**config.mk**
```make
export PLATFORM = sky130hd
export DESIGN_NAME = decode_stage
export DESIGN_NICKNAME = d
export VERILOG_FILES = /design/src/decode_pkg.sv /design/src/decode_stage.sv /design/src/operand_bypass.sv /design/src/regfile.sv /design/src/inst_decoder.sv
export SDC_FILE = /design/constraint.sdc
export NUM_CORES = 2
export LEC_CHECK = 0
export BUFFER_PORTS_ARGS = -buffer_cell sky130_fd_sc_hd__buf_2
export CORE_MARGIN = 4
export CORE_UTILIZATION = 30
export DETAILED_ROUTE_END_ITERATION = 8
export PLACE_DENSITY_LB_ADDON = 0.15
export SLEW_MARGIN = 20
export SYNTH_ARGS = -nofsm -noshare
export SYNTH_HDL_FRONTEND = slang
export SYNTH_HIERARCHICAL = 1
export SYNTH_SLANG_ARGS = --single-unit
```
**constraint.sdc**
```tcl
create_clock -name clk -period 16.55 [get_ports clk]
set_clock_uncertainty 0.1 [all_clocks]
set_input_delay 2.4825 -clock clk [delete_from_list [all_inputs] [get_ports clk]]
set_output_delay 2.4825 -clock clk [all_outputs]
set_load 0.1 [all_outputs]
```
**src/decode_pkg.sv**
```systemverilog
package decode_pkg;

    // datapath sizes
    localparam int xlen       = 32;
    localparam int reg_addr_w = 5;
    localparam int num_regs   = 32;
    localparam int mem_we_w   = 4;

    typedef logic [xlen-1:0]       word_t;
    typedef logic [reg_addr_w-1:0] reg_addr_t;

    // instruction field positions
    localparam int op_hi_lsb  = 26;
    localparam int op_hi_w    = 6;
    localparam int op_mid_lsb = 22;
    localparam int op_sub_lsb = 20;
    localparam int op_lo_lsb  = 15;
    localparam int rd_lsb     = 0;
    localparam int rj_lsb     = 5;
    localparam int rk_lsb     = 10;
    localparam int si12_lsb   = 10;
    localparam int si12_w     = 12;
    localparam int si20_lsb   = 5;
    localparam int si20_w     = 20;

    // major opcodes in bits 31:26
    localparam logic [op_hi_w-1:0] opc_arith     = 6'h00;
    localparam logic [op_hi_w-1:0] opc_lu12i     = 6'h05;
    localparam logic [op_hi_w-1:0] opc_pcaddu12i = 6'h07;
    localparam logic [op_hi_w-1:0] opc_mem       = 6'h0a;

    // operation for execute
    typedef enum logic [3:0] {
        alu_add  = 4'd0,
        alu_sub  = 4'd1,
        alu_slt  = 4'd2,
        alu_sltu = 4'd3,
        alu_and  = 4'd4,
        alu_nor  = 4'd5,
        alu_or   = 4'd6,
        alu_xor  = 4'd7,
        alu_sll  = 4'd8,
        alu_srl  = 4'd9,
        alu_sra  = 4'd10,
        alu_lui  = 4'd11
    } alu_op_e;

    // how the memory stage shapes load data
    typedef enum logic [2:0] {
        ld_none = 3'd0,
        ld_b    = 3'd1,
        ld_bu   = 3'd2,
        ld_h    = 3'd3,
        ld_hu   = 3'd4,
        ld_w    = 3'd5
    } load_kind_e;

    // exception codes as seen by the CSR block
    typedef enum logic [7:0] {
        ec_none = 8'h00,
        ec_sys  = 8'h0b,
        ec_brk  = 8'h0c,
        ec_ine  = 8'h0d
    } ecode_e;

endpackage
```
**src/decode_stage.sv**
```systemverilog
`timescale 1ns/1ps
module decode_stage (
    input  logic                            clk,
    input  logic                            rstn,
    input  logic                            fd_valid,
    input  decode_pkg::word_t               fd_pc,
    input  decode_pkg::word_t               fd_inst,
    output logic                            d_allowin,
    input  logic                            e_allowin,
    input  decode_pkg::reg_addr_t           e_dest,
    input  decode_pkg::word_t               e_wdata,
    input  logic                            e_is_load,
    input  decode_pkg::reg_addr_t           m_dest,
    input  decode_pkg::word_t               m_wdata,
    input  logic                            wb_we,
    input  decode_pkg::reg_addr_t           wb_waddr,
    input  decode_pkg::word_t               wb_wdata,
    input  logic                            flush,
    output logic                            de_valid,
    output decode_pkg::word_t               de_pc,
    output decode_pkg::alu_op_e             de_alu_op,
    output decode_pkg::word_t               de_src1,
    output decode_pkg::word_t               de_src2,
    output decode_pkg::word_t               de_store_data,
    output logic                            de_gr_we,
    output logic [decode_pkg::mem_we_w-1:0] de_mem_we,
    output decode_pkg::reg_addr_t           de_dest,
    output decode_pkg::load_kind_e          de_load_kind,
    output logic                            de_exc,
    output decode_pkg::ecode_e              de_ecode
);
    import decode_pkg::*;

    logic                d_full;
    logic                exc_hold;
    word_t               pc_q;
    word_t               inst_q;
    logic                ready_go;
    logic                exc_leave;
    word_t               imm;
    logic                src1_is_pc;
    logic                src2_is_imm;
    logic                src2_is_rd;
    logic                reads_rj;
    logic                reads_src2;
    logic                gr_we;
    logic [mem_we_w-1:0] mem_we;
    logic                is_syscall;
    logic                is_break;
    logic                is_unknown;
    reg_addr_t           raddr1;
    reg_addr_t           raddr2;
    word_t               rdata1;
    word_t               rdata2;
    word_t               value1;
    word_t               value2;
    logic                load_stall;

    // handshake
    assign ready_go  = d_full && !load_stall;
    assign d_allowin = !d_full || (ready_go && e_allowin);
    assign de_valid  = ready_go;
    assign exc_leave = de_valid && e_allowin && de_exc;

    always_ff @(posedge clk) begin
        if (!rstn) begin
            d_full <= 1'b0;
        end else if (flush) begin
            d_full <= 1'b0;
        end else if (d_allowin) begin
            // nothing valid enters behind an exception
            d_full <= fd_valid && !exc_hold && !exc_leave;
        end
    end

    always_ff @(posedge clk) begin
        if (!rstn) begin
            exc_hold <= 1'b0;
        end else if (flush) begin
            exc_hold <= 1'b0;
        end else if (exc_leave) begin
            exc_hold <= 1'b1;
        end
    end

    always_ff @(posedge clk) begin
        if (fd_valid && d_allowin) begin
            pc_q   <= fd_pc;
            inst_q <= fd_inst;
        end
    end

    inst_decoder i_inst_decoder (
        .inst        (inst_q),
        .alu_op      (de_alu_op),
        .imm         (imm),
        .src1_is_pc  (src1_is_pc),
        .src2_is_imm (src2_is_imm),
        .src2_is_rd  (src2_is_rd),
        .reads_rj    (reads_rj),
        .reads_src2  (reads_src2),
        .gr_we       (gr_we),
        .mem_we      (mem_we),
        .load_kind   (de_load_kind),
        .dest        (de_dest),
        .is_syscall  (is_syscall),
        .is_break    (is_break),
        .is_unknown  (is_unknown)
    );

    assign raddr1 = inst_q[rj_lsb +: reg_addr_w];
    assign raddr2 = src2_is_rd ? de_dest : inst_q[rk_lsb +: reg_addr_w];

    regfile i_regfile (
        .clk    (clk),
        .raddr1 (raddr1),
        .raddr2 (raddr2),
        .rdata1 (rdata1),
        .rdata2 (rdata2),
        .we     (wb_we),
        .waddr  (wb_waddr),
        .wdata  (wb_wdata)
    );

    operand_bypass i_operand_bypass (
        .raddr1     (raddr1),
        .raddr2     (raddr2),
        .use1       (reads_rj),
        .use2       (reads_src2),
        .rdata1     (rdata1),
        .rdata2     (rdata2),
        .e_dest     (e_dest),
        .e_wdata    (e_wdata),
        .e_is_load  (e_is_load),
        .m_dest     (m_dest),
        .m_wdata    (m_wdata),
        .wb_we      (wb_we),
        .wb_waddr   (wb_waddr),
        .wb_wdata   (wb_wdata),
        .value1     (value1),
        .value2     (value2),
        .load_stall (load_stall)
    );

    // operands for execute
    assign de_pc         = pc_q;
    assign de_src1       = src1_is_pc ? pc_q : value1;
    assign de_src2       = src2_is_imm ? imm : value2;
    assign de_store_data = value2;

    // exceptions, syscall first
    assign de_exc    = is_syscall || is_break || is_unknown;
    assign de_ecode  = is_syscall ? ec_sys :
                       is_break   ? ec_brk :
                       is_unknown ? ec_ine : ec_none;
    assign de_gr_we  = gr_we && !de_exc;
    assign de_mem_we = de_exc ? '0 : mem_we;

endmodule

```
**src/operand_bypass.sv**
```systemverilog
`timescale 1ns/1ps
module operand_bypass (
    input  decode_pkg::reg_addr_t raddr1,
    input  decode_pkg::reg_addr_t raddr2,
    input  logic                  use1,
    input  logic                  use2,
    input  decode_pkg::word_t     rdata1,
    input  decode_pkg::word_t     rdata2,
    input  decode_pkg::reg_addr_t e_dest,
    input  decode_pkg::word_t     e_wdata,
    input  logic                  e_is_load,
    input  decode_pkg::reg_addr_t m_dest,
    input  decode_pkg::word_t     m_wdata,
    input  logic                  wb_we,
    input  decode_pkg::reg_addr_t wb_waddr,
    input  decode_pkg::word_t     wb_wdata,
    output decode_pkg::word_t     value1,
    output decode_pkg::word_t     value2,
    output logic                  load_stall
);
    import decode_pkg::*;

    logic hit1_e;
    logic hit2_e;

    // youngest producer wins, a load in execute has no data yet
    function automatic word_t pick(input reg_addr_t addr, input word_t rf_value);
        word_t result;
        result = rf_value;
        if (addr != '0) begin
            if (!e_is_load && (addr == e_dest)) begin
                result = e_wdata;
            end else if (addr == m_dest) begin
                result = m_wdata;
            end else if (wb_we && (addr == wb_waddr)) begin
                result = wb_wdata;
            end
        end
        return result;
    endfunction

    always_comb begin
        value1 = pick(raddr1, rdata1);
        value2 = pick(raddr2, rdata2);
    end

    assign hit1_e = use1 && (raddr1 == e_dest);
    assign hit2_e = use2 && (raddr2 == e_dest);

    // load-use, wait until the load reaches memory
    assign load_stall = e_is_load && (e_dest != '0) && (hit1_e || hit2_e);

endmodule

```
**src/regfile.sv**
```systemverilog
`timescale 1ns/1ps
module regfile (
    input  logic                  clk,
    input  decode_pkg::reg_addr_t raddr1,
    input  decode_pkg::reg_addr_t raddr2,
    output decode_pkg::word_t     rdata1,
    output decode_pkg::word_t     rdata2,
    input  logic                  we,
    input  decode_pkg::reg_addr_t waddr,
    input  decode_pkg::word_t     wdata
);
    import decode_pkg::*;

    word_t rf [num_regs];

    // r0 is never written
    always_ff @(posedge clk) begin
        if (we && (waddr != '0)) begin
            rf[waddr] <= wdata;
        end
    end

    assign rdata1 = (raddr1 == '0) ? '0 : rf[raddr1];
    assign rdata2 = (raddr2 == '0) ? '0 : rf[raddr2];

endmodule

```
**src/inst_decoder.sv**
```systemverilog
`timescale 1ns/1ps
module inst_decoder (
    input  decode_pkg::word_t               inst,
    output decode_pkg::alu_op_e             alu_op,
    output decode_pkg::word_t               imm,
    output logic                            src1_is_pc,
    output logic                            src2_is_imm,
    output logic                            src2_is_rd,
    output logic                            reads_rj,
    output logic                            reads_src2,
    output logic                            gr_we,
    output logic [decode_pkg::mem_we_w-1:0] mem_we,
    output decode_pkg::load_kind_e          load_kind,
    output decode_pkg::reg_addr_t           dest,
    output logic                            is_syscall,
    output logic                            is_break,
    output logic                            is_unknown
);
    import decode_pkg::*;

    logic [op_hi_w-1:0] op_hi;
    logic [3:0]         op_mid;
    logic [1:0]         op_sub;
    logic [4:0]         op_lo;
    logic [si12_w-1:0]  si12;
    logic [si20_w-1:0]  si20;
    logic               zero_ext;
    logic               upper_imm;
    logic               known;

    assign op_hi  = inst[op_hi_lsb +: op_hi_w];
    assign op_mid = inst[op_mid_lsb +: 4];
    assign op_sub = inst[op_sub_lsb +: 2];
    assign op_lo  = inst[op_lo_lsb +: 5];
    assign si12   = inst[si12_lsb +: si12_w];
    assign si20   = inst[si20_lsb +: si20_w];
    assign dest   = inst[rd_lsb +: reg_addr_w];

    always_comb begin
        alu_op      = alu_add;
        src1_is_pc  = 1'b0;
        src2_is_imm = 1'b0;
        src2_is_rd  = 1'b0;
        reads_rj    = 1'b0;
        reads_src2  = 1'b0;
        gr_we       = 1'b0;
        mem_we      = '0;
        load_kind   = ld_none;
        zero_ext    = 1'b0;
        upper_imm   = 1'b0;
        is_syscall  = 1'b0;
        is_break    = 1'b0;
        known       = 1'b0;
        case (op_hi)
            opc_arith: begin
                case (op_mid)
                    4'h0: begin
                        if (op_sub == 2'h1) begin
                            // three-register forms
                            known = 1'b1;
                            case (op_lo)
                                5'h00: alu_op = alu_add;
                                5'h02: alu_op = alu_sub;
                                5'h04: alu_op = alu_slt;
                                5'h05: alu_op = alu_sltu;
                                5'h08: alu_op = alu_nor;
                                5'h09: alu_op = alu_and;
                                5'h0a: alu_op = alu_or;
                                5'h0b: alu_op = alu_xor;
                                5'h0e: alu_op = alu_sll;
                                5'h0f: alu_op = alu_srl;
                                5'h10: alu_op = alu_sra;
                                default: known = 1'b0;
                            endcase
                            reads_rj   = known;
                            reads_src2 = known;
                            gr_we      = known;
                        end else if (op_sub == 2'h2) begin
                            is_break   = (op_lo == 5'h14);
                            is_syscall = (op_lo == 5'h16);
                            known      = is_break || is_syscall;
                        end
                    end
                    4'h1: begin
                        if (op_sub == 2'h0) begin
                            // shifts by ui5
                            known = 1'b1;
                            case (op_lo)
                                5'h01: alu_op = alu_sll;
                                5'h09: alu_op = alu_srl;
                                5'h11: alu_op = alu_sra;
                                default: known = 1'b0;
                            endcase
                            reads_rj    = known;
                            src2_is_imm = known;
                            gr_we       = known;
                        end
                    end
                    4'h8, 4'h9, 4'ha, 4'hd, 4'he, 4'hf: begin
                        known       = 1'b1;
                        reads_rj    = 1'b1;
                        src2_is_imm = 1'b1;
                        gr_we       = 1'b1;
                        case (op_mid)
                            4'h8: alu_op = alu_slt;
                            4'h9: alu_op = alu_sltu;
                            4'hd: begin
                                alu_op   = alu_and;
                                zero_ext = 1'b1;
                            end
                            4'he: begin
                                alu_op   = alu_or;
                                zero_ext = 1'b1;
                            end
                            4'hf: begin
                                alu_op   = alu_xor;
                                zero_ext = 1'b1;
                            end
                            default: alu_op = alu_add;
                        endcase
                    end
                    default: known = 1'b0;
                endcase
            end
            opc_lu12i: begin
                known       = !inst[25];
                alu_op      = alu_lui;
                src2_is_imm = known;
                upper_imm   = 1'b1;
                gr_we       = known;
            end
            opc_pcaddu12i: begin
                known       = !inst[25];
                src1_is_pc  = known;
                src2_is_imm = known;
                upper_imm   = 1'b1;
                gr_we       = known;
            end
            opc_mem: begin
                known = 1'b1;
                case (op_mid)
                    4'h0: load_kind = ld_b;
                    4'h1: load_kind = ld_h;
                    4'h2: load_kind = ld_w;
                    4'h8: load_kind = ld_bu;
                    4'h9: load_kind = ld_hu;
                    4'h4: mem_we = 4'b0001;
                    4'h5: mem_we = 4'b0011;
                    4'h6: mem_we = 4'b1111;
                    default: known = 1'b0;
                endcase
                reads_rj    = known;
                src2_is_imm = known;
                // store data comes from rd
                src2_is_rd  = (mem_we != '0);
                reads_src2  = (mem_we != '0);
                gr_we       = (load_kind != ld_none);
            end
            default: known = 1'b0;
        endcase
        is_unknown = !known;
    end

    assign imm = upper_imm ? {si20, {(xlen - si20_w){1'b0}}} :
                 zero_ext  ? {{(xlen - si12_w){1'b0}}, si12} :
                             {{(xlen - si12_w){si12[si12_w-1]}}, si12};

endmodule

```
==> impl_results.md <==
* First-pass GRT wire length at 304.6 mm
* Number of violations of the max-capacitance limit at 0
* Number of hold violations in the final report at 0
* CP max FO at 87
* Total Power Consumption at 7.095 mW
* FF+latch area at 32710 um^2
* Top cell type by total area after synthesis: sky130_fd_sc_hd__edfxtp_1
* Startpoint-to-endpoint class of the critical path: flip-flop to output port
* Async SR Flop Fraction at 0%
* Tightest slew margin relative to the limit at 16.09%
* Initial antenna violation count at 24
* Final routed wire length divided by cell count at 37.15 um
* Maximum root-to-sink buffer count at 3
* Transition time at the pin with the least slew margin at 1.249 ns
* Maximum clock frequency at 93.64 MHz
* Buffers inserted by post-CTS timing repair at 0
* Number of core rows at roughly 160
* Category of cells accounting for the largest share of critical-path delay: buffers and inverters
* Synthesized instance count at 3306
* Wirelength, routed at 226.9 mm
* Routability Congestion at 0.9436
* Area taken by multi-input logic gates at roughly 21000 um^2
* Switching Fraction at 29.77%
* Clk sink count at 1090
* Unrepaired setup endpoints after global routing: no
* HP Start: exc_hold$_SDFFE_PP0P_
* Final Non-Filler Cells at 6108
* Starting density of the core at 30.17%
* Largest net degree at the start of global routing at 96
* Post-Route Setup TNS at 0 ns
* CP startpoint kind: flip-flop
* Number of nets in the layout at 3806
* Mean area per synthesized cell at 16.51 um^2
* Synth top area cells: sky130_fd_sc_hd__edfxtp_1 (60%), sky130_fd_sc_hd__mux4_2 (16%), sky130_fd_sc_hd__mux2i_1 (5.6%), sky130_fd_sc_hd__a22oi_1 (1.3%), sky130_fd_sc_hd__mux2_1 (1.3%)
* Most numerous cell types in the synthesized netlist: sky130_fd_sc_hd__edfxtp_1 (1088), sky130_fd_sc_hd__mux4_2 (377), sky130_fd_sc_hd__mux2i_1 (306)
* Internal Pwr Total at between 4 and 5 mW
* Count of boundary I/O pins at 338
* Vert. Die Dim at approximately 430 um
* Clock latency reported for the late side of the worst-skew pair at roughly 0.76 ns
* Area growth, synth to finish at 16.05%
* Standby leakage power at 20.73 nW
* Vias post-DR at roughly 36k
* Relative contribution of combinational cells to total power at 17.5%
* Half-perimeter wire length after detailed placement at 141.9 mm
* Count of flip-flops with a built-in enable after synthesis at ~1.1k
* Total setup violations reported at the end of the flow at 0
* Total track usage at between 20% and 30%
* Yosys warnings at 6
* Ordered list of cells on the worst path: or4_4 > or2_1 > a211o_4 > inv_1 > mux2_8 > buf_12 > buf_4 > mux4_2 > a22o_1 > a211oi_1 > nor3_1 > a221oi_1 > o31ai_1 > mux2_1 > buf_2
* Arrival time at the worst endpoint at 8.10 ns
* Via count of the first global-routing pass at between 30k and 40k
* Post-route antenna net violation count at 0
* Htree depth at 3
* Clock share of power at between 30% and 40%
* Overall overflow remaining after global route at 0
* Via/cell ratio at 5.934
* Synthesized cell area at approximately 55000 um^2
* Top flip-flop cell by instance count after synthesis: sky130_fd_sc_hd__edfxtp_1
* Flop and latch count out of synthesis at ~1.1k
* Portion of total power attributed to sequential cells at 44.0%
* Clock-pin slew of the registers on the worst-case setup and hold paths at 0.06 ns
* Area share of the largest cell type after synthesis at roughly 60%
* Share of synthesized area occupied by flip-flops and latches at 59.92%
* Power per standard cell area at 112.0 nW/um^2
* Most instantiated library cell after synthesis: sky130_fd_sc_hd__edfxtp_1
* CTS root buf: sky130_fd_sc_hd__clkbuf_16
* # fillers at 17.20k
* Maximum VDD drop at 98.38 uV
* Worst Setup End Kind: output port
* DIE WIDTH at 434.6 um
* Final critical delay including setup and external delays at 10.68 ns
* Finished Core Util at 35.01%
* Net switching power of the design at 2.112 mW
* Clock tree from TritonCTS: built
* Ratio of final minimum period to clock period at about 65%
* Path category of the worst min-delay check: flip-flop to flip-flop
* Pre-Repair DR Iteration Count at 6
* Number of distinct library cells after synthesis at 75
* Share of post-route cells with drive strength above 1 at 32.25%
* Number of buffers added by the clock tree synthesis step at about 120
* Iteration-0 DRC count of the detailed router at 3697
* Number of cells in the design after placement at 5871
* Hold-fix buffers, CTS at 0
* Final Max Slew Viols at 0
* Port Buffer Count at 333
* Number of buffer and inverter stages on the critical path at 4
* Worst setup startpoint: inst_q[26]$_DFFE_PP_
* Die Outline Area at 188900 um^2
* Slowest stage cell, crit path: sky130_fd_sc_hd__nor3_1
* Crit Reg-Reg Startpoint: inst_q[26]$_DFFE_PP_
* CP peak stage delay at 1.06 ns
* Resized Gates After CTS at 0
* Run status: finished clean
* Total DRC errors in the routed layout at 0
* Placeable core region at roughly 180000 um^2
* Required @ worst endpoint at 13.97 ns
power by group through the flow:
stage	logic, mW	registers (mW)	clock network [mW]
2_1_floorplan	0.798	3.20	0
3_3_place_gp	1.22	3.18	0
3_5_place_dp	1.23	3.18	0
4_1_cts	1.23	3.12	2.79
5_1_grt	1.27	3.12	2.91
6_report	1.24	3.12	2.74
worst paths after layout:
| kind | endpoint | slack, ns | cells after the start |
|---|---|---|---|
| min reg2reg | exc_hold$_SDFFE_PP0P_ | 0.41 | 2 |
| max reg2reg | de_pc[12]$_DFFE_PP_ | 9.73 | 15 |
| max | de_src2[5] | 5.87 | 15 |
| min | exc_hold$_SDFFE_PP0P_ | 0.41 | 2 |
cell families (layout without fill, tap and decap cells):
kind of cell / Yosys count / after routing / share of synthesized area (%)
AOI/OAI and AO/OA: 621 / 621 / 8.838
and+or+nand+nor: 466 / 466 / 4.508
buffers and inverters: 325 / 709 / 3.241
other: 2 / 50 / 0.01376
xor gates and xnor gates: 31 / 31 / 0.4974
DFF: 1090 / 1090 / 59.92
muxes: 771 / 771 / 22.98
flip-flops by register name, summed over array words and instances, names as in the netlist:
name          flops
de_pc            32
d_full            1
i_regfile/rf   1024
exc_hold          1
inst_q           32
per-stage QoR:
stage,hold WS (ns),setup WS (ns),instance area (um^2)
2_1_floorplan,0.3415,7.034,54720
3_3_place_gp,0.3547,5.188,59020
3_5_place_dp,0.3811,6.616,59330
4_1_cts,0.3953,5.780,63300
5_1_grt,0.4292,5.600,63330
6_report,0.4061,5.871,63350
worst reg2reg max path, delay by kind of cell (launching register included):
family	cells	cell delay [ns]
AO/OA/AOI/OAI	3	1.01
XOR/XNOR	1	0.24
buffers and inverters	4	2.02
flip-flops	1	0.42
multiplexers	1	0.53
AND/OR/NAND/NOR	6	2.01
cell type report:
| class | count | share of cell area (%) |
|---|---|---|
| diodes | 14 | 0.05530 |
| clock buffers | 142 | 4.971 |
| clock inverters | 81 | 1.296 |
| inverters | 17 | 0.1007 |
| multi-input cells | 1925 | 32.96 |
| flip-flops and latches | 1090 | 51.64 |
| well taps | 2370 | 4.681 |
| repair buffers | 469 | 4.298 |
layer usage:
layer  wire [um]  track usage, %
met3       17480           4.844
met4        9322           8.418
met1       95810           31.88
met2      104200           36.67
met5          51               0
layout by cell type (no fill, tap or decap), types with 28 or more instances in the layout:
master	count
sky130_fd_sc_hd__buf_2	342
sky130_fd_sc_hd__a21oi_1	99
sky130_fd_sc_hd__nor2_1	85
sky130_fd_sc_hd__clkbuf_16	123
sky130_fd_sc_hd__mux4_2	377
sky130_fd_sc_hd__a22o_1	62
sky130_fd_sc_hd__a22oi_1	96
sky130_fd_sc_hd__edfxtp_1	1088
sky130_fd_sc_hd__mux2i_1	306
sky130_fd_sc_hd__and2_1	49
sky130_fd_sc_hd__o22ai_1	55
sky130_fd_sc_hd__nor2b_1	35
sky130_fd_sc_hd__a211oi_1	48
sky130_fd_sc_hd__o31ai_1	63
sky130_fd_sc_hd__a221oi_2	40
sky130_fd_sc_hd__nand2_1	50
sky130_fd_sc_hd__conb_1	36
sky130_fd_sc_hd__buf_4	121
sky130_fd_sc_hd__nor4_1	71
sky130_fd_sc_hd__mux2_1	64
sky130_fd_sc_hd__xnor2_1	28
sky130_fd_sc_hd__nor3_1	50
sky130_fd_sc_hd__o221ai_1	31
sky130_fd_sc_hd__nor2_4	35
(Power assumes the default switching activity.)
